## config.mk

```make
export PLATFORM = sky130hd
export DESIGN_NAME = pe_top
export DESIGN_NICKNAME = d
export VERILOG_FILES = /design/src/pe_pkg.sv /design/src/spad_rf.sv /design/src/mac_unit.sv /design/src/pe_index_cnt.sv /design/src/pe_ctrl_fsm.sv /design/src/pe_wb_slave.sv /design/src/pe_top.sv
export VERILOG_INCLUDE_DIRS = /design/src
export SDC_FILE = /design/constraint.sdc
export NUM_CORES = 2
export LEC_CHECK = 0
export BUFFER_PORTS_ARGS = -buffer_cell sky130_fd_sc_hd__buf_2
export CAP_MARGIN = 20
export CORE_UTILIZATION = 55
export CTS_BUF_LIST = sky130_fd_sc_hd__clkbuf_8
export DETAILED_ROUTE_END_ITERATION = 10
export GPL_ROUTABILITY_DRIVEN = 0
export PLACE_DENSITY = 0.71
export SLEW_MARGIN = 20
export SYNTH_ARGS = -nofsm -noshare
export SYNTH_HDL_FRONTEND = slang
export SYNTH_HIERARCHICAL = 1
export SYNTH_SLANG_ARGS = --single-unit
export TNS_END_PERCENT = 10
```

## constraint.sdc

```tcl
create_clock -name i_clk -period 19.2 [get_ports i_clk]
set_clock_uncertainty 0.15 [all_clocks]
set_input_delay 2.88 -clock i_clk [delete_from_list [all_inputs] [get_ports i_clk]]
set_output_delay 2.88 -clock i_clk [all_outputs]
set_load 0.005 [all_outputs]
```

## src/pe_defs.svh

```systemverilog
`ifndef PE_DEFS_SVH
`define PE_DEFS_SVH

// ======================================================================
// datapath widths and scratchpad depths
// ======================================================================
`define PE_DWD          16      // pixel, weight and psum
`define PE_WB_DWD       32
`define PE_WB_AWD       8
`define PE_PAD_AWD      6       // pad request address width

`define PE_IPAD_SIZE    32
`define PE_WPAD_SIZE    16
`define PE_PPAD_SIZE    32

// ======================================================================
// bus address map, byte addresses
// ======================================================================
`define PE_ADR_CFG      8'h00
`define PE_ADR_CTRL     8'h04   // write starts, read gives status
`define PE_ADR_WPAD     8'h40
`define PE_ADR_IPAD     8'h80
`define PE_ADR_PPAD     8'hC0
`define PE_ADR_REGION   8'hC0   // upper bits select the pad region

`endif

```

## src/pe_pkg.sv

```systemverilog
`default_nettype none

`include "pe_defs.svh"

package pe_pkg;

    typedef enum logic {
        SIGNED_T,
        UNSIGNED_T
    } pe_num_t;

    typedef enum logic {
        ZERO_INIT,
        FROM_BUF        // start from the psum already in ppad
    } pe_psum_init_t;

    typedef enum logic [2:0] {
        IDLE,
        PRELOAD,
        MAC,
        DRAIN,
        WRITE,
        DONE
    } pe_state_t;

    // configuration word, r_len sits in the low bits
    typedef struct packed {
        logic [15:0]   rsvd;
        pe_psum_init_t init_mode;
        pe_num_t       num_t;
        logic [5:0]    w_len;
        logic [2:0]    stride;
        logic [4:0]    r_len;
    } pe_cfg_t;

    typedef struct packed {
        logic [15:0]          rsvd;
        logic [`PE_DWD-1:0]   val;
    } pe_pix_t;

    // one bus write word, two decodings
    typedef union packed {
        pe_cfg_t cfg;
        pe_pix_t pix;
    } pe_wb_word_u;

    typedef struct packed {
        logic                   we;
        logic                   re;
        logic [`PE_PAD_AWD-1:0] waddr;
        logic [`PE_PAD_AWD-1:0] raddr;
        logic [`PE_DWD-1:0]     wdata;
    } pe_pad_req_t;

endpackage

`default_nettype wire

```

## src/spad_rf.sv

```systemverilog
`timescale 1ns/100ps
`default_nettype none

`include "pe_defs.svh"

module spad_rf import pe_pkg::*; #(
    parameter int DEPTH = 32,
    parameter int WIDTH = `PE_DWD
) (
    input  wire logic        i_clk,
    input  wire logic        i_rstn,
    input  wire pe_pad_req_t i_req,
    output logic [WIDTH-1:0] o_rdata
);

    localparam int AW = $clog2(DEPTH);

    logic [WIDTH-1:0] mem [DEPTH];

    // one write port, one registered read port
    always_ff @(posedge i_clk) begin
        if (i_req.we) begin
            mem[i_req.waddr[AW-1:0]] <= i_req.wdata;
        end
        if (i_req.re) begin
            o_rdata <= mem[i_req.raddr[AW-1:0]];  // valid next cycle
        end
    end

    // requesters must stay inside the pad, upper address bits are dropped
    a_addr_range: assert property (
        @(posedge i_clk) disable iff (!i_rstn)
        (i_req.we |-> (i_req.waddr < DEPTH)) and (i_req.re |-> (i_req.raddr < DEPTH))
    ) else $error("spad_rf: address out of range, depth %0d", DEPTH);

endmodule

`default_nettype wire

```

## src/mac_unit.sv

```systemverilog
`timescale 1ns/100ps
`default_nettype none

`include "pe_defs.svh"

module mac_unit import pe_pkg::*; (
    input  wire logic               i_clk,
    input  wire logic               i_rstn,
    input  wire pe_num_t            i_num_t,
    input  wire logic               i_clr,
    input  wire logic               i_load,
    input  wire logic [`PE_DWD-1:0] i_load_val,
    input  wire logic               i_en,
    input  wire logic [`PE_DWD-1:0] i_a,      // pixel
    input  wire logic [`PE_DWD-1:0] i_b,      // weight
    output logic [`PE_DWD-1:0]      o_acc
);

    localparam int DW = `PE_DWD;

    logic signed [2*DW-1:0] prod_s;
    logic [2*DW-1:0]        prod_u;
    logic [DW-1:0]          prod_lo;

    // full width product, then keep the low word
    assign prod_s  = $signed(i_a) * $signed(i_b);
    assign prod_u  = i_a * i_b;
    assign prod_lo = (i_num_t == SIGNED_T) ? prod_s[DW-1:0] : prod_u[DW-1:0];

    always_ff @(posedge i_clk or negedge i_rstn) begin
        if (!i_rstn) begin
            o_acc <= '0;
        end else if (i_clr) begin
            o_acc <= '0;
        end else if (i_load) begin
            o_acc <= i_load_val;          // initial psum
        end else if (i_en) begin
            o_acc <= o_acc + prod_lo;     // wraps mod 2^16
        end
    end

endmodule

`default_nettype wire

```

## src/pe_index_cnt.sv

```systemverilog
`timescale 1ns/100ps
`default_nettype none

`include "pe_defs.svh"

module pe_index_cnt import pe_pkg::*; (
    input  wire logic                  i_clk,
    input  wire logic                  i_rstn,
    input  wire pe_cfg_t               i_cfg,
    input  wire logic                  i_clr,
    input  wire logic                  i_step_r,
    input  wire logic                  i_step_j,
    output logic [4:0]                 o_r_idx,
    output logic [`PE_PAD_AWD-1:0]     o_j_idx,
    output logic [`PE_PAD_AWD-1:0]     o_x_addr,
    output logic                       o_last_r,
    output logic                       o_last_j
);

    logic [4:0]             r_q;
    logic [`PE_PAD_AWD-1:0] j_q;
    logic [`PE_PAD_AWD-1:0] base_q;     // first pixel of current window
    logic [2:0]             stride_eff;
    logic [5:0]             span;
    logic [5:0]             j_last;     // E - 1

    // a zero stride behaves as one
    assign stride_eff = (i_cfg.stride == 3'd0) ? 3'd1 : i_cfg.stride;
    assign span       = i_cfg.w_len - {1'b0, i_cfg.r_len};
    assign j_last     = span / {3'b000, stride_eff};

    always_ff @(posedge i_clk or negedge i_rstn) begin
        if (!i_rstn) begin
            r_q    <= '0;
            j_q    <= '0;
            base_q <= '0;
        end else if (i_clr) begin
            r_q    <= '0;
            j_q    <= '0;
            base_q <= '0;
        end else if (i_step_j) begin
            r_q    <= '0;                           // next window
            j_q    <= j_q + 6'd1;
            base_q <= base_q + {3'b000, stride_eff};
        end else if (i_step_r) begin
            r_q    <= r_q + 5'd1;
        end
    end

    assign o_r_idx  = r_q;
    assign o_j_idx  = j_q;
    assign o_x_addr = base_q + {1'b0, r_q};
    assign o_last_r = (r_q == i_cfg.r_len - 5'd1);
    assign o_last_j = (j_q == j_last);

    // window must never run past the loaded input row
    a_x_in_row: assert property (
        @(posedge i_clk) disable iff (!i_rstn)
        (i_step_r || i_step_j) |-> (o_x_addr < i_cfg.w_len)
    ) else $error("pe_index_cnt: x address %0h beyond w_len", o_x_addr);

endmodule

`default_nettype wire

```

## src/pe_ctrl_fsm.sv

```systemverilog
`timescale 1ns/100ps
`default_nettype none

module pe_ctrl_fsm import pe_pkg::*; (
    input  wire logic    i_clk,
    input  wire logic    i_rstn,
    input  wire pe_cfg_t i_cfg,
    input  wire logic    i_start,
    input  wire logic    i_last_r,
    input  wire logic    i_last_j,
    output logic         o_busy,
    output logic         o_done,
    output logic         o_cnt_clr,
    output logic         o_step_r,
    output logic         o_step_j,
    output logic         o_ipad_re,
    output logic         o_wpad_re,
    output logic         o_ppad_re,
    output logic         o_ppad_we,
    output logic         o_mac_clr,
    output logic         o_mac_load,
    output logic         o_mac_en
);

    pe_state_t state_q;
    pe_state_t state_d;
    logic      ph_q;        // second preload cycle
    logic      from_buf;

    assign from_buf = (i_cfg.init_mode == FROM_BUF);

    // ==================================================================
    // state register
    // ==================================================================
    always_ff @(posedge i_clk or negedge i_rstn) begin
        if (!i_rstn) begin
            state_q  <= IDLE;
            ph_q     <= 1'b0;
            o_mac_en <= 1'b0;
        end else begin
            state_q  <= state_d;
            ph_q     <= (state_q == PRELOAD) && !ph_q;
            o_mac_en <= (state_q == MAC);   // pad data lands one cycle later
        end
    end

    always_comb begin
        state_d = state_q;
        case (state_q)
            IDLE:    if (i_start) state_d = PRELOAD;
            PRELOAD: if (ph_q) state_d = MAC;
            MAC:     if (i_last_r) state_d = DRAIN;
            DRAIN:   state_d = WRITE;
            WRITE:   state_d = i_last_j ? DONE : PRELOAD;
            DONE:    state_d = IDLE;
            default: state_d = IDLE;
        endcase
    end

    // ==================================================================
    // strobes
    // ==================================================================
    assign o_busy     = (state_q != IDLE);
    assign o_done     = (state_q == DONE);
    assign o_cnt_clr  = (state_q == IDLE) && i_start;
    assign o_step_r   = (state_q == MAC) && !i_last_r;
    assign o_step_j   = (state_q == WRITE) && !i_last_j;
    assign o_ipad_re  = (state_q == MAC);
    assign o_wpad_re  = (state_q == MAC);
    assign o_ppad_re  = (state_q == PRELOAD) && !ph_q && from_buf;
    assign o_mac_load = (state_q == PRELOAD) && ph_q && from_buf;
    assign o_mac_clr  = (state_q == PRELOAD) && ph_q && !from_buf;
    assign o_ppad_we  = (state_q == WRITE);  // acc into ppad[j]

    // host config must describe at least one full window
    a_cfg_on_start: assert property (
        @(posedge i_clk) disable iff (!i_rstn)
        ((state_q == IDLE) && i_start) |->
            ((i_cfg.r_len != 5'd0) && ({1'b0, i_cfg.r_len} <= i_cfg.w_len))
    ) else $error("pe_ctrl_fsm: bad config r_len %0h w_len %0h", i_cfg.r_len, i_cfg.w_len);

endmodule

`default_nettype wire

```

## src/pe_wb_slave.sv

```systemverilog
`timescale 1ns/100ps
`default_nettype none

`include "pe_defs.svh"

module pe_wb_slave import pe_pkg::*; (
    input  wire logic                  i_clk,
    input  wire logic                  i_rstn,
    input  wire logic                  i_wb_cyc,
    input  wire logic                  i_wb_stb,
    input  wire logic                  i_wb_we,
    input  wire logic [`PE_WB_AWD-1:0] i_wb_adr,
    input  wire logic [`PE_WB_DWD-1:0] i_wb_dat,
    input  wire logic                  i_busy,
    input  wire logic                  i_done,
    input  wire logic [`PE_DWD-1:0]    i_ppad_rdata,
    output logic [`PE_WB_DWD-1:0]      o_wb_dat,
    output logic                       o_wb_ack,
    output pe_cfg_t                    o_cfg,
    output logic                       o_start,
    output pe_pad_req_t                o_wpad_req,
    output pe_pad_req_t                o_ipad_req,
    output pe_pad_req_t                o_ppad_req
);

    pe_wb_word_u            wr_word;
    logic                   req;
    logic                   wr_req;
    logic                   rd_req;
    logic                   is_cfg;
    logic                   is_ctrl;
    logic                   is_wpad;
    logic                   is_ipad;
    logic                   is_ppad;
    logic [`PE_PAD_AWD-1:0] pad_idx;
    logic                   done_q;
    logic                   ppad_sel_q;     // read data comes from ppad
    logic [`PE_WB_DWD-1:0]  dat_q;

    // ==================================================================
    // decode
    // ==================================================================
    assign wr_word = i_wb_dat;
    assign req     = i_wb_cyc && i_wb_stb && !o_wb_ack;   // one ack per access
    assign wr_req  = req && i_wb_we;
    assign rd_req  = req && !i_wb_we;
    assign is_cfg  = (i_wb_adr == `PE_ADR_CFG);
    assign is_ctrl = (i_wb_adr == `PE_ADR_CTRL);
    assign is_wpad = ((i_wb_adr & `PE_ADR_REGION) == `PE_ADR_WPAD);
    assign is_ipad = ((i_wb_adr & `PE_ADR_REGION) == `PE_ADR_IPAD);
    assign is_ppad = ((i_wb_adr & `PE_ADR_REGION) == `PE_ADR_PPAD);
    assign pad_idx = {2'b00, i_wb_adr[5:2]};            // word index

    // pad writes are dropped while a run owns the pads
    always_comb begin
        o_wpad_req       = '0;
        o_wpad_req.we    = wr_req && is_wpad && !i_busy;
        o_wpad_req.waddr = pad_idx;
        o_wpad_req.wdata = wr_word.pix.val;

        o_ipad_req       = '0;
        o_ipad_req.we    = wr_req && is_ipad && !i_busy;
        o_ipad_req.waddr = pad_idx;
        o_ipad_req.wdata = wr_word.pix.val;

        o_ppad_req       = '0;
        o_ppad_req.we    = wr_req && is_ppad && !i_busy;
        o_ppad_req.re    = rd_req && is_ppad && !i_busy;
        o_ppad_req.waddr = pad_idx;
        o_ppad_req.raddr = pad_idx;
        o_ppad_req.wdata = wr_word.pix.val;
    end

    // ==================================================================
    // registers
    // ==================================================================
    always_ff @(posedge i_clk or negedge i_rstn) begin
        if (!i_rstn) begin
            o_wb_ack   <= 1'b0;
            o_start    <= 1'b0;
            o_cfg      <= '0;
            done_q     <= 1'b0;
            ppad_sel_q <= 1'b0;
        end else begin
            o_wb_ack   <= req;
            o_start    <= wr_req && is_ctrl && !i_busy;   // ignored while busy
            ppad_sel_q <= rd_req && is_ppad && !i_busy;
            if (wr_req && is_cfg && !i_busy) begin
                o_cfg <= wr_word.cfg;
            end
            if (i_done) begin
                done_q <= 1'b1;                 // sticky
            end else if (o_start) begin
                done_q <= 1'b0;
            end
        end
    end

    always_ff @(posedge i_clk) begin
        if (rd_req) begin
            if (is_cfg) begin
                dat_q <= o_cfg;
            end else if (is_ctrl) begin
                dat_q <= {30'b0, done_q, i_busy};   // status
            end else begin
                dat_q <= '0;
            end
        end
    end

    assign o_wb_dat = ppad_sel_q ? {{(`PE_WB_DWD-`PE_DWD){1'b0}}, i_ppad_rdata} : dat_q;

    // a start pulse has to meet an idle FSM
    a_start_when_idle: assert property (
        @(posedge i_clk) disable iff (!i_rstn)
        o_start |-> !i_busy
    ) else $error("pe_wb_slave: start pulse while the run is busy");

endmodule

`default_nettype wire

```

## src/pe_top.sv

```systemverilog
`timescale 1ns/100ps
`default_nettype none

`include "pe_defs.svh"

module pe_top import pe_pkg::*; (
    input  wire logic                  i_clk,
    input  wire logic                  i_rstn,
    input  wire logic                  i_wb_cyc,
    input  wire logic                  i_wb_stb,
    input  wire logic                  i_wb_we,
    input  wire logic [`PE_WB_AWD-1:0] i_wb_adr,
    input  wire logic [`PE_WB_DWD-1:0] i_wb_dat,
    output logic [`PE_WB_DWD-1:0]      o_wb_dat,
    output logic                       o_wb_ack,
    output logic                       o_irq
);

    pe_cfg_t                cfg;
    logic                   start;
    logic                   busy;
    logic                   cnt_clr;
    logic                   step_r;
    logic                   step_j;
    logic                   last_r;
    logic                   last_j;
    logic                   ipad_re;
    logic                   wpad_re;
    logic                   ppad_re;
    logic                   ppad_we;
    logic                   mac_clr;
    logic                   mac_load;
    logic                   mac_en;
    logic [4:0]             r_idx;
    logic [`PE_PAD_AWD-1:0] j_idx;
    logic [`PE_PAD_AWD-1:0] x_addr;
    logic [`PE_DWD-1:0]     ipad_rdata;
    logic [`PE_DWD-1:0]     wpad_rdata;
    logic [`PE_DWD-1:0]     ppad_rdata;
    logic [`PE_DWD-1:0]     acc;
    pe_pad_req_t            wpad_bus;
    pe_pad_req_t            ipad_bus;
    pe_pad_req_t            ppad_bus;
    pe_pad_req_t            wpad_dp;
    pe_pad_req_t            ipad_dp;
    pe_pad_req_t            ppad_dp;

    pe_wb_slave u_slave (
        .i_clk(i_clk), .i_rstn(i_rstn),
        .i_wb_cyc(i_wb_cyc), .i_wb_stb(i_wb_stb), .i_wb_we(i_wb_we),
        .i_wb_adr(i_wb_adr), .i_wb_dat(i_wb_dat),
        .i_busy(busy), .i_done(o_irq), .i_ppad_rdata(ppad_rdata),
        .o_wb_dat(o_wb_dat), .o_wb_ack(o_wb_ack), .o_cfg(cfg), .o_start(start),
        .o_wpad_req(wpad_bus), .o_ipad_req(ipad_bus), .o_ppad_req(ppad_bus)
    );

    pe_ctrl_fsm u_fsm (
        .i_clk(i_clk), .i_rstn(i_rstn), .i_cfg(cfg), .i_start(start),
        .i_last_r(last_r), .i_last_j(last_j),
        .o_busy(busy), .o_done(o_irq), .o_cnt_clr(cnt_clr),
        .o_step_r(step_r), .o_step_j(step_j),
        .o_ipad_re(ipad_re), .o_wpad_re(wpad_re), .o_ppad_re(ppad_re), .o_ppad_we(ppad_we),
        .o_mac_clr(mac_clr), .o_mac_load(mac_load), .o_mac_en(mac_en)
    );

    pe_index_cnt u_cnt (
        .i_clk(i_clk), .i_rstn(i_rstn), .i_cfg(cfg),
        .i_clr(cnt_clr), .i_step_r(step_r), .i_step_j(step_j),
        .o_r_idx(r_idx), .o_j_idx(j_idx), .o_x_addr(x_addr),
        .o_last_r(last_r), .o_last_j(last_j)
    );

    mac_unit u_mac (
        .i_clk(i_clk), .i_rstn(i_rstn), .i_num_t(cfg.num_t),
        .i_clr(mac_clr), .i_load(mac_load), .i_load_val(ppad_rdata),
        .i_en(mac_en), .i_a(ipad_rdata), .i_b(wpad_rdata), .o_acc(acc)
    );

    // datapath side of each pad, read ports plus ppad write-back
    always_comb begin
        ipad_dp       = '0;
        ipad_dp.re    = ipad_re;
        ipad_dp.raddr = x_addr;

        wpad_dp       = '0;
        wpad_dp.re    = wpad_re;
        wpad_dp.raddr = {1'b0, r_idx};

        ppad_dp       = '0;
        ppad_dp.re    = ppad_re;
        ppad_dp.raddr = j_idx;
        ppad_dp.we    = ppad_we;
        ppad_dp.waddr = j_idx;
        ppad_dp.wdata = acc;
    end

    spad_rf #(.DEPTH(`PE_IPAD_SIZE), .WIDTH(`PE_DWD)) u_ipad (
        .i_clk(i_clk), .i_rstn(i_rstn),
        .i_req(busy ? ipad_dp : ipad_bus), .o_rdata(ipad_rdata)
    );

    spad_rf #(.DEPTH(`PE_WPAD_SIZE), .WIDTH(`PE_DWD)) u_wpad (
        .i_clk(i_clk), .i_rstn(i_rstn),
        .i_req(busy ? wpad_dp : wpad_bus), .o_rdata(wpad_rdata)
    );

    spad_rf #(.DEPTH(`PE_PPAD_SIZE), .WIDTH(`PE_DWD)) u_ppad (
        .i_clk(i_clk), .i_rstn(i_rstn),
        .i_req(busy ? ppad_dp : ppad_bus), .o_rdata(ppad_rdata)
    );

endmodule

`default_nettype wire

```

---- Word level (Yosys, flattened, before mapping) ----
Memories as Yosys holds them, arrays and structs flattened. A register that Yosys moved wholly into a read port is not among the register bits.
Index checks and enable logic that the tools add are counted.
cells by class
  divide/modulo/power cells ............... 1
  multiply operators ...................... 2
  equality and inequality tests ........... 14
  muxes and demuxes ....................... 31
  $add $sub $neg .......................... 7
  reductions and logical operators ........ 40
operators with widths
  kind                 number
  $mux 30              3
  $mux 16              4
  $mux 32              2
  $mul 16x16->16       2
  $logic_and 1x1->1    24
  $mux 6               4
  $add 16x16->16       1
  $mux 3               5
  $mux 5               3
  $pmux 3 s5           1
  $reduce_bool 3->1    3
  $eq 8x3->1 const B   1
  $logic_not 8->1      1
  $mux 1               8
  $logic_not 1->1      7
  $add 6x1->6 const B  1
  $add 6x3->6          1
  $add 6x5->6          1
  $div 6x3->6          1
  $eq 3x2->1 const B   2
  $eq 3x3->1 const B   2
  $eq 6x6->1           1
  $logic_not 3->1      2
  $sub 6x5->6          1
  11 further kinds     14
word-level totals
  memories ................................ 3
  output and inout bits ................... 34
  RAM bits ................................ 1280
  input bits .............................. 45
  register bits ........................... 106
  logic and storage cells ................. 116
memory list
  memory      depth  bits a word  rd ports  clocked after memory_dff  wr ports  line           text
  u_ipad.mem  32     16           1         1                         1         spad_rf.sv:18  logic [WIDTH-1:0] mem [DEPTH];
  u_ppad.mem  32     16           1         1                         1         spad_rf.sv:18
  u_wpad.mem  16     16           1         1                         1         spad_rf.sv:18

---- Longest topological paths before layout ----
  depth in word-level cells ............... 8
  mapped depth ............................ 48

---- By module ----
The synthesis kept the hierarchy.
modules (own cells, without submodules)
  module                 seq. area each (µm²)  times used  area each (µm²)  cells each
  spad_rf at u_ipad ...  15855.2               2           20696.1          1143
  spad_rf at u_wpad      8167.8                1           10203.5          432
  mac_unit               400.4                 1           6926.6           830
  pe_wb_slave            1861.8                1           3554.7           280
  pe_index_cnt           425.4                 1           2219.6           255
  pe_top                 0.0                   1           1062.3           100
  pe_ctrl_fsm            125.1                 1           317.8            30

---- Least setup slack after synthesis ----
OpenSTA, ideal clock, no wires.
  path type ............................... register -> register
  start ................................... register u_slave/o_cfg[2] (netlist bit)
  end ..................................... register u_cnt.j_q[5] (netlist: u_cnt/o_j_idx[5])
  slack ................................... 10203 ps
  data required time ...................... 18972 ps
  clock period less this slack ............ 8997 ps
  path buffers ............................ 1
  cell stages (with the launch flop) ...... 46
  setup time .............................. 78 ps
  data arrival time ....................... 8769 ps
  cell sequence ........................... dfrtp_1 -> inv_1 -> ha_1 -> o21a_1 -> o31a_1 -> o21ai_0 -> nand2b_1 -> xnor2_1 -> ha_1 -> nor3b_2 -> nor4b_1 -> mux2_2 -> a211oi_1 -> ha_1 -> a21oi_1 -> nor2_1 -> o21a_1 -> ha_1 -> [10 not listed] -> ha_1 -> o21ai_0 -> nand2b_1 -> a21oi_1 -> o211a_1 -> mux2i_1 -> ha_1 -> a21o_1 -> a21o_1 -> a21oi_1 -> nand2_1 -> xor2_1 -> o21ai_2 -> nor2b_1 -> clkbuf_1 -> nand4_1 -> or3_1 -> a21oi_1
between the ends
  cells in the longest elaborated chain, start to end .. 6
RTL lines
  what                                line                text
  start: declaration                  pe_wb_slave.sv:19   output pe_cfg_t o_cfg,
  start signal: assignment            pe_wb_slave.sv:89   o_cfg <= wr_word.cfg;
  $sub 6x5->6                         pe_index_cnt.sv:29  assign span = i_cfg.w_len - {1'b0, i_cfg.r_len};
  $div 6x3->6                         pe_index_cnt.sv:30  assign j_last = span / {3'b000, stride_eff};
  $eq 6x6->1                          pe_index_cnt.sv:54  assign o_last_j = (j_q == j_last);
  via last_j                          pe_top.sv:26        logic last_j;
  $logic_not 1->1                     pe_ctrl_fsm.sv:67   assign o_step_j = (state_q == WRITE) && !i_last_j;
  $logic_and 1x1->1                   pe_ctrl_fsm.sv:67
  via step_j                          pe_top.sv:24        logic step_j;
  $reduce_bool 2->1 (no source line)  --
  end signal: assignment              pe_index_cnt.sv:43  j_q <= j_q + 6'd1;
  end: declaration                    pe_index_cnt.sv:21  logic [`PE_PAD_AWD-1:0] j_q;
The timed path passes the listed nets, and every way through them passes these cells.
A chain may end at the register's enable or synchronous reset.

---- Final worst setup path ----
Same ends and word-level chain as after synthesis.

==> impl_summary.log <==
[metrics] status: finished with violations
[metrics] violations in the final reports: slew limit
[metrics] pin count of the biggest net entering global routing: about 140
[metrics] peak ir drop on the vdd network: ~0.17 mV
[metrics] normalized max-slew margin: -19.5%
[metrics] part of the total power dissipated in sequential elements: between 40% and 50%
[metrics] Mapped Avg Cell Area: 15.6 sq um
[metrics] Clock Tree Buf Depth: 3
[metrics] type of element launching the critical path: flip-flop
[metrics] CTS Buf Count: 216
[metrics] total buffers and inverters traversed by the critical path: 1
[metrics] nets@finish: around 4600
[metrics] proportion of total power due to net switching: 31.6%
[metrics] setup fix buffers added after clock tree synthesis: 0
[metrics] Lkg Pwr: roughly 26 nW
[metrics] aggregate routed wire length: approximately 150000 um
[metrics] synthesized instance count: roughly 4200
[metrics] family of cells with the greatest summed delay on the critical path: compound AO/OA/AOI/OAI gates
[metrics] layout cell share with drive strength beyond 1: between 10% and 20%
[metrics] f_max: about 95 MHz
[metrics] worst hold slack: roughly 0.35 ns
[metrics] CP Capture Type: flip-flop
[metrics] post-route setup TNS: 0 ns
[metrics] relative contribution of combinational cells to total power: between 30% and 40%
[metrics] clock-pin slew on the worst setup and hold paths: around 0.060 ns
[metrics] Final Setup Violations: 0
[metrics] hpwl dp: approximately 91000 um
[metrics] count of endpoints failing hold in the final timing report: 0
[metrics] endpoint arrival time on the critical path: ~11 ns
[metrics] TritonCTS clock tree: yes
[metrics] top fanout value on the critical path: 11
[metrics] number of sinks on the clock net: 1433
[metrics] routed len/inst: 24.9 um
[metrics] power density over the cells: 118 nW/um^2
[metrics] total net switching power: approximately 2.6 mW
[metrics] area enclosed by the die boundary: around 120000 sq um
[metrics] Buffers on Ports: 78
[metrics] I/O pin cnt: 79
[metrics] master cell of the clock root buffer: clkbuf_8
[metrics] max-cap violation count: 0
[metrics] Worst path max stage delay: between 0.7 and 0.8 ns
[metrics] via count of the first global-routing pass: 36004
[metrics] worst hold path class: flip-flop to flip-flop
[metrics] antenna viol nets, final: 0
[metrics] initial antenna violation count: 9
[metrics] 1st-pass router iterations: 6
[metrics] internal cell power: roughly 5.7 mW
[metrics] worst endpoint required time: slightly below 20 ns
[metrics] post-route fraction of the period consumed by the critical path: 54.8%
[metrics] number of rows in the core area: ~130
[metrics] Worst Tran Pin Value: approximately 1.8 ns
[metrics] number of instances resized during post-cts repair: 0
[metrics] initial cell density of the core: between 50% and 60%
[metrics] unrepaired setup endpoints after global routing: false
[metrics] cts-stage hold buffer count: 0
[metrics] vias after detailed routing: roughly 36000
[metrics] cell with the biggest individual delay on the critical path: nor2b_1
[metrics] Slew Limit Fails: between 200 and 300
[metrics] remaining design rule violation count: 0
[metrics] fraction of power consumed by the clock network: between 20% and 30%
[metrics] Core ar.: about 120000 sq um
[metrics] Overall Global Routing Usage: approximately a quarter
[metrics] deepest level of the CTS H-tree: 4
[metrics] clock period minus final worst setup slack: ~11 ns
[metrics] die boundary width: ~350 um
[metrics] area overhead of the layout relative to synthesis: 7.94%
[metrics] Via-to-Cell Ratio: about 6
[metrics] Most Frequent Cell on Critical Path: ha_1
[metrics] Post-Synthesis Cell Area: approximately 65000 sq um
[metrics] number of DRC markers after the initial detailed-route iteration: roughly 3600
[metrics] die height: approximately 350 um
[metrics] path type of the worst setup path: flip-flop to flip-flop
[metrics] worst-skew pair later-pin latency: around 0.95 ns
[metrics] count of synthesis-stage warnings from yosys: 6
[metrics] GRT Residual Overflow: 0
[metrics] global-route wire length before repair: between 200000 and 250000 um
==> state kept, by name, indices dropped and copies added, names as in the netlist <==
signal / count
u_fsm/state_q: 3
u_fsm/ph_q: 1
u_ppad/mem: 512
u_slave/ppad_sel_q: 1
u_cnt/base_q: 5
u_slave/o_wb_ack: 1
u_wpad/o_rdata: 16
u_wpad/mem: 256
u_slave/o_cfg: 32
u_cnt/o_r_idx: 5
u_slave/dat_q: 32
u_slave/o_start: 1
u_fsm/o_mac_en: 1
u_mac/o_acc: 16
u_ipad/mem: 512
u_ppad/o_rdata: 16
u_ipad/o_rdata: 16
u_slave/done_q: 1
u_cnt/o_j_idx: 6
==> routing by layer <==
layer | track usage (%) | vias up | routed length (um)
met3 | 4.93 | 250 | 12100
met4 | 8.36 | 2 | 4260
met2 | 39.3 | 1444 | 70400
met1 | 35.3 | 18158 | 63500
li1 | - | 16002 | -
met5 | 0 | - | 13
==> layout by cell type (no fill, tap or decap), types with 54 or more instances in the layout <==
master	count
edfxtp_1	1360
mux2i_1	528
inv_1	291
clkbuf_8	227
nand2_1	175
a22oi_1	160
nor2_1	134
a21oi_1	130
ha_1	127
fa_1	109
buf_4	101
and2_1	98
nand3_1	81
buf_2	77
dfrtp_1	73
xnor2_1	71
a22o_1	64
mux4_2	54
==> final timing paths <==
| path | startpoint | to | slack [ns] | cells past startpoint |
|---|---|---|---|---|
| setup / recovery | u_slave/o_cfg[2]$_DFFE_PN0P_ | u_cnt/o_j_idx[5]$_DFFE_PN0P_ | 8.68 | 45 |
| hold / removal | u_slave/o_cfg[20]$_DFFE_PN0P_ | u_slave/o_cfg[20]$_DFFE_PN0P_ | 0.35 | 1 |
| setup reg to reg | u_slave/o_cfg[2]$_DFFE_PN0P_ | u_cnt/o_j_idx[5]$_DFFE_PN0P_ | 8.68 | 45 |
| hold reg to reg | u_slave/o_cfg[20]$_DFFE_PN0P_ | u_slave/o_cfg[20]$_DFFE_PN0P_ | 0.35 | 1 |
| max in group asynchronous | i_rstn | u_mac/o_acc[15]$_DFFE_PN0P_ | 16.53 | 1 |
| min in group asynchronous | i_rstn | u_slave/o_cfg[27]$_DFFE_PN0P_ | 1.81 | 1 |
==> power by group through the flow <==
stage | sequential, mW | combinational, mW | clock, mW
after CTS | 3.49 | 2.54 | 2.32
after detailed placement | 3.55 | 2.51 | 0
after global routing | 3.49 | 2.86 | 2.46
final | 3.49 | 2.54 | 2.29
after global placement | 3.55 | 2.47 | 0
after floorplan | 3.53 | 2.02 | 0
==> stage by stage <==
stage               instance area [sq um]  power [mW]  setup WS [ns]  utilization, %  cells
floorplan                           65500        5.56          10.20               -   4202
global placement                    66700        6.02           9.21            56.5   5634
detailed placement                  66700        6.06           8.91            56.5   5635
CTS                                 70600        8.35           8.84            59.8   6032
global route                        70700        8.80           7.73            59.8   6036
finish                              70700        8.31           8.68            59.8   6037
==> cell type report <==
type | instances | area [sq um]
well taps | 1536 | 1920
clock inverters | 170 | 831
diodes | 4 | 10.0
clock buffers | 227 | 3120
fillers | 8712 | 47400
multi-input cells | 2281 | 20100
repair buffers | 182 | 1200
inverters | 204 | 766
flip-flops and latches | 1433 | 42700
==> worst reg2reg max path, delay by kind of cell (launching register included) <==
kind                       cells  cell delay, ns
xor gates and xnor gates       2            0.33
buffers and inverters          1            0.11
and+or+nand+nor               12            3.19
muxes                          3            0.82
adders and majority gates      7            1.96
AOI/OAI and AO/OA             20            3.45
DFF                            1            0.43
Power figures use the tool's default switching activity.
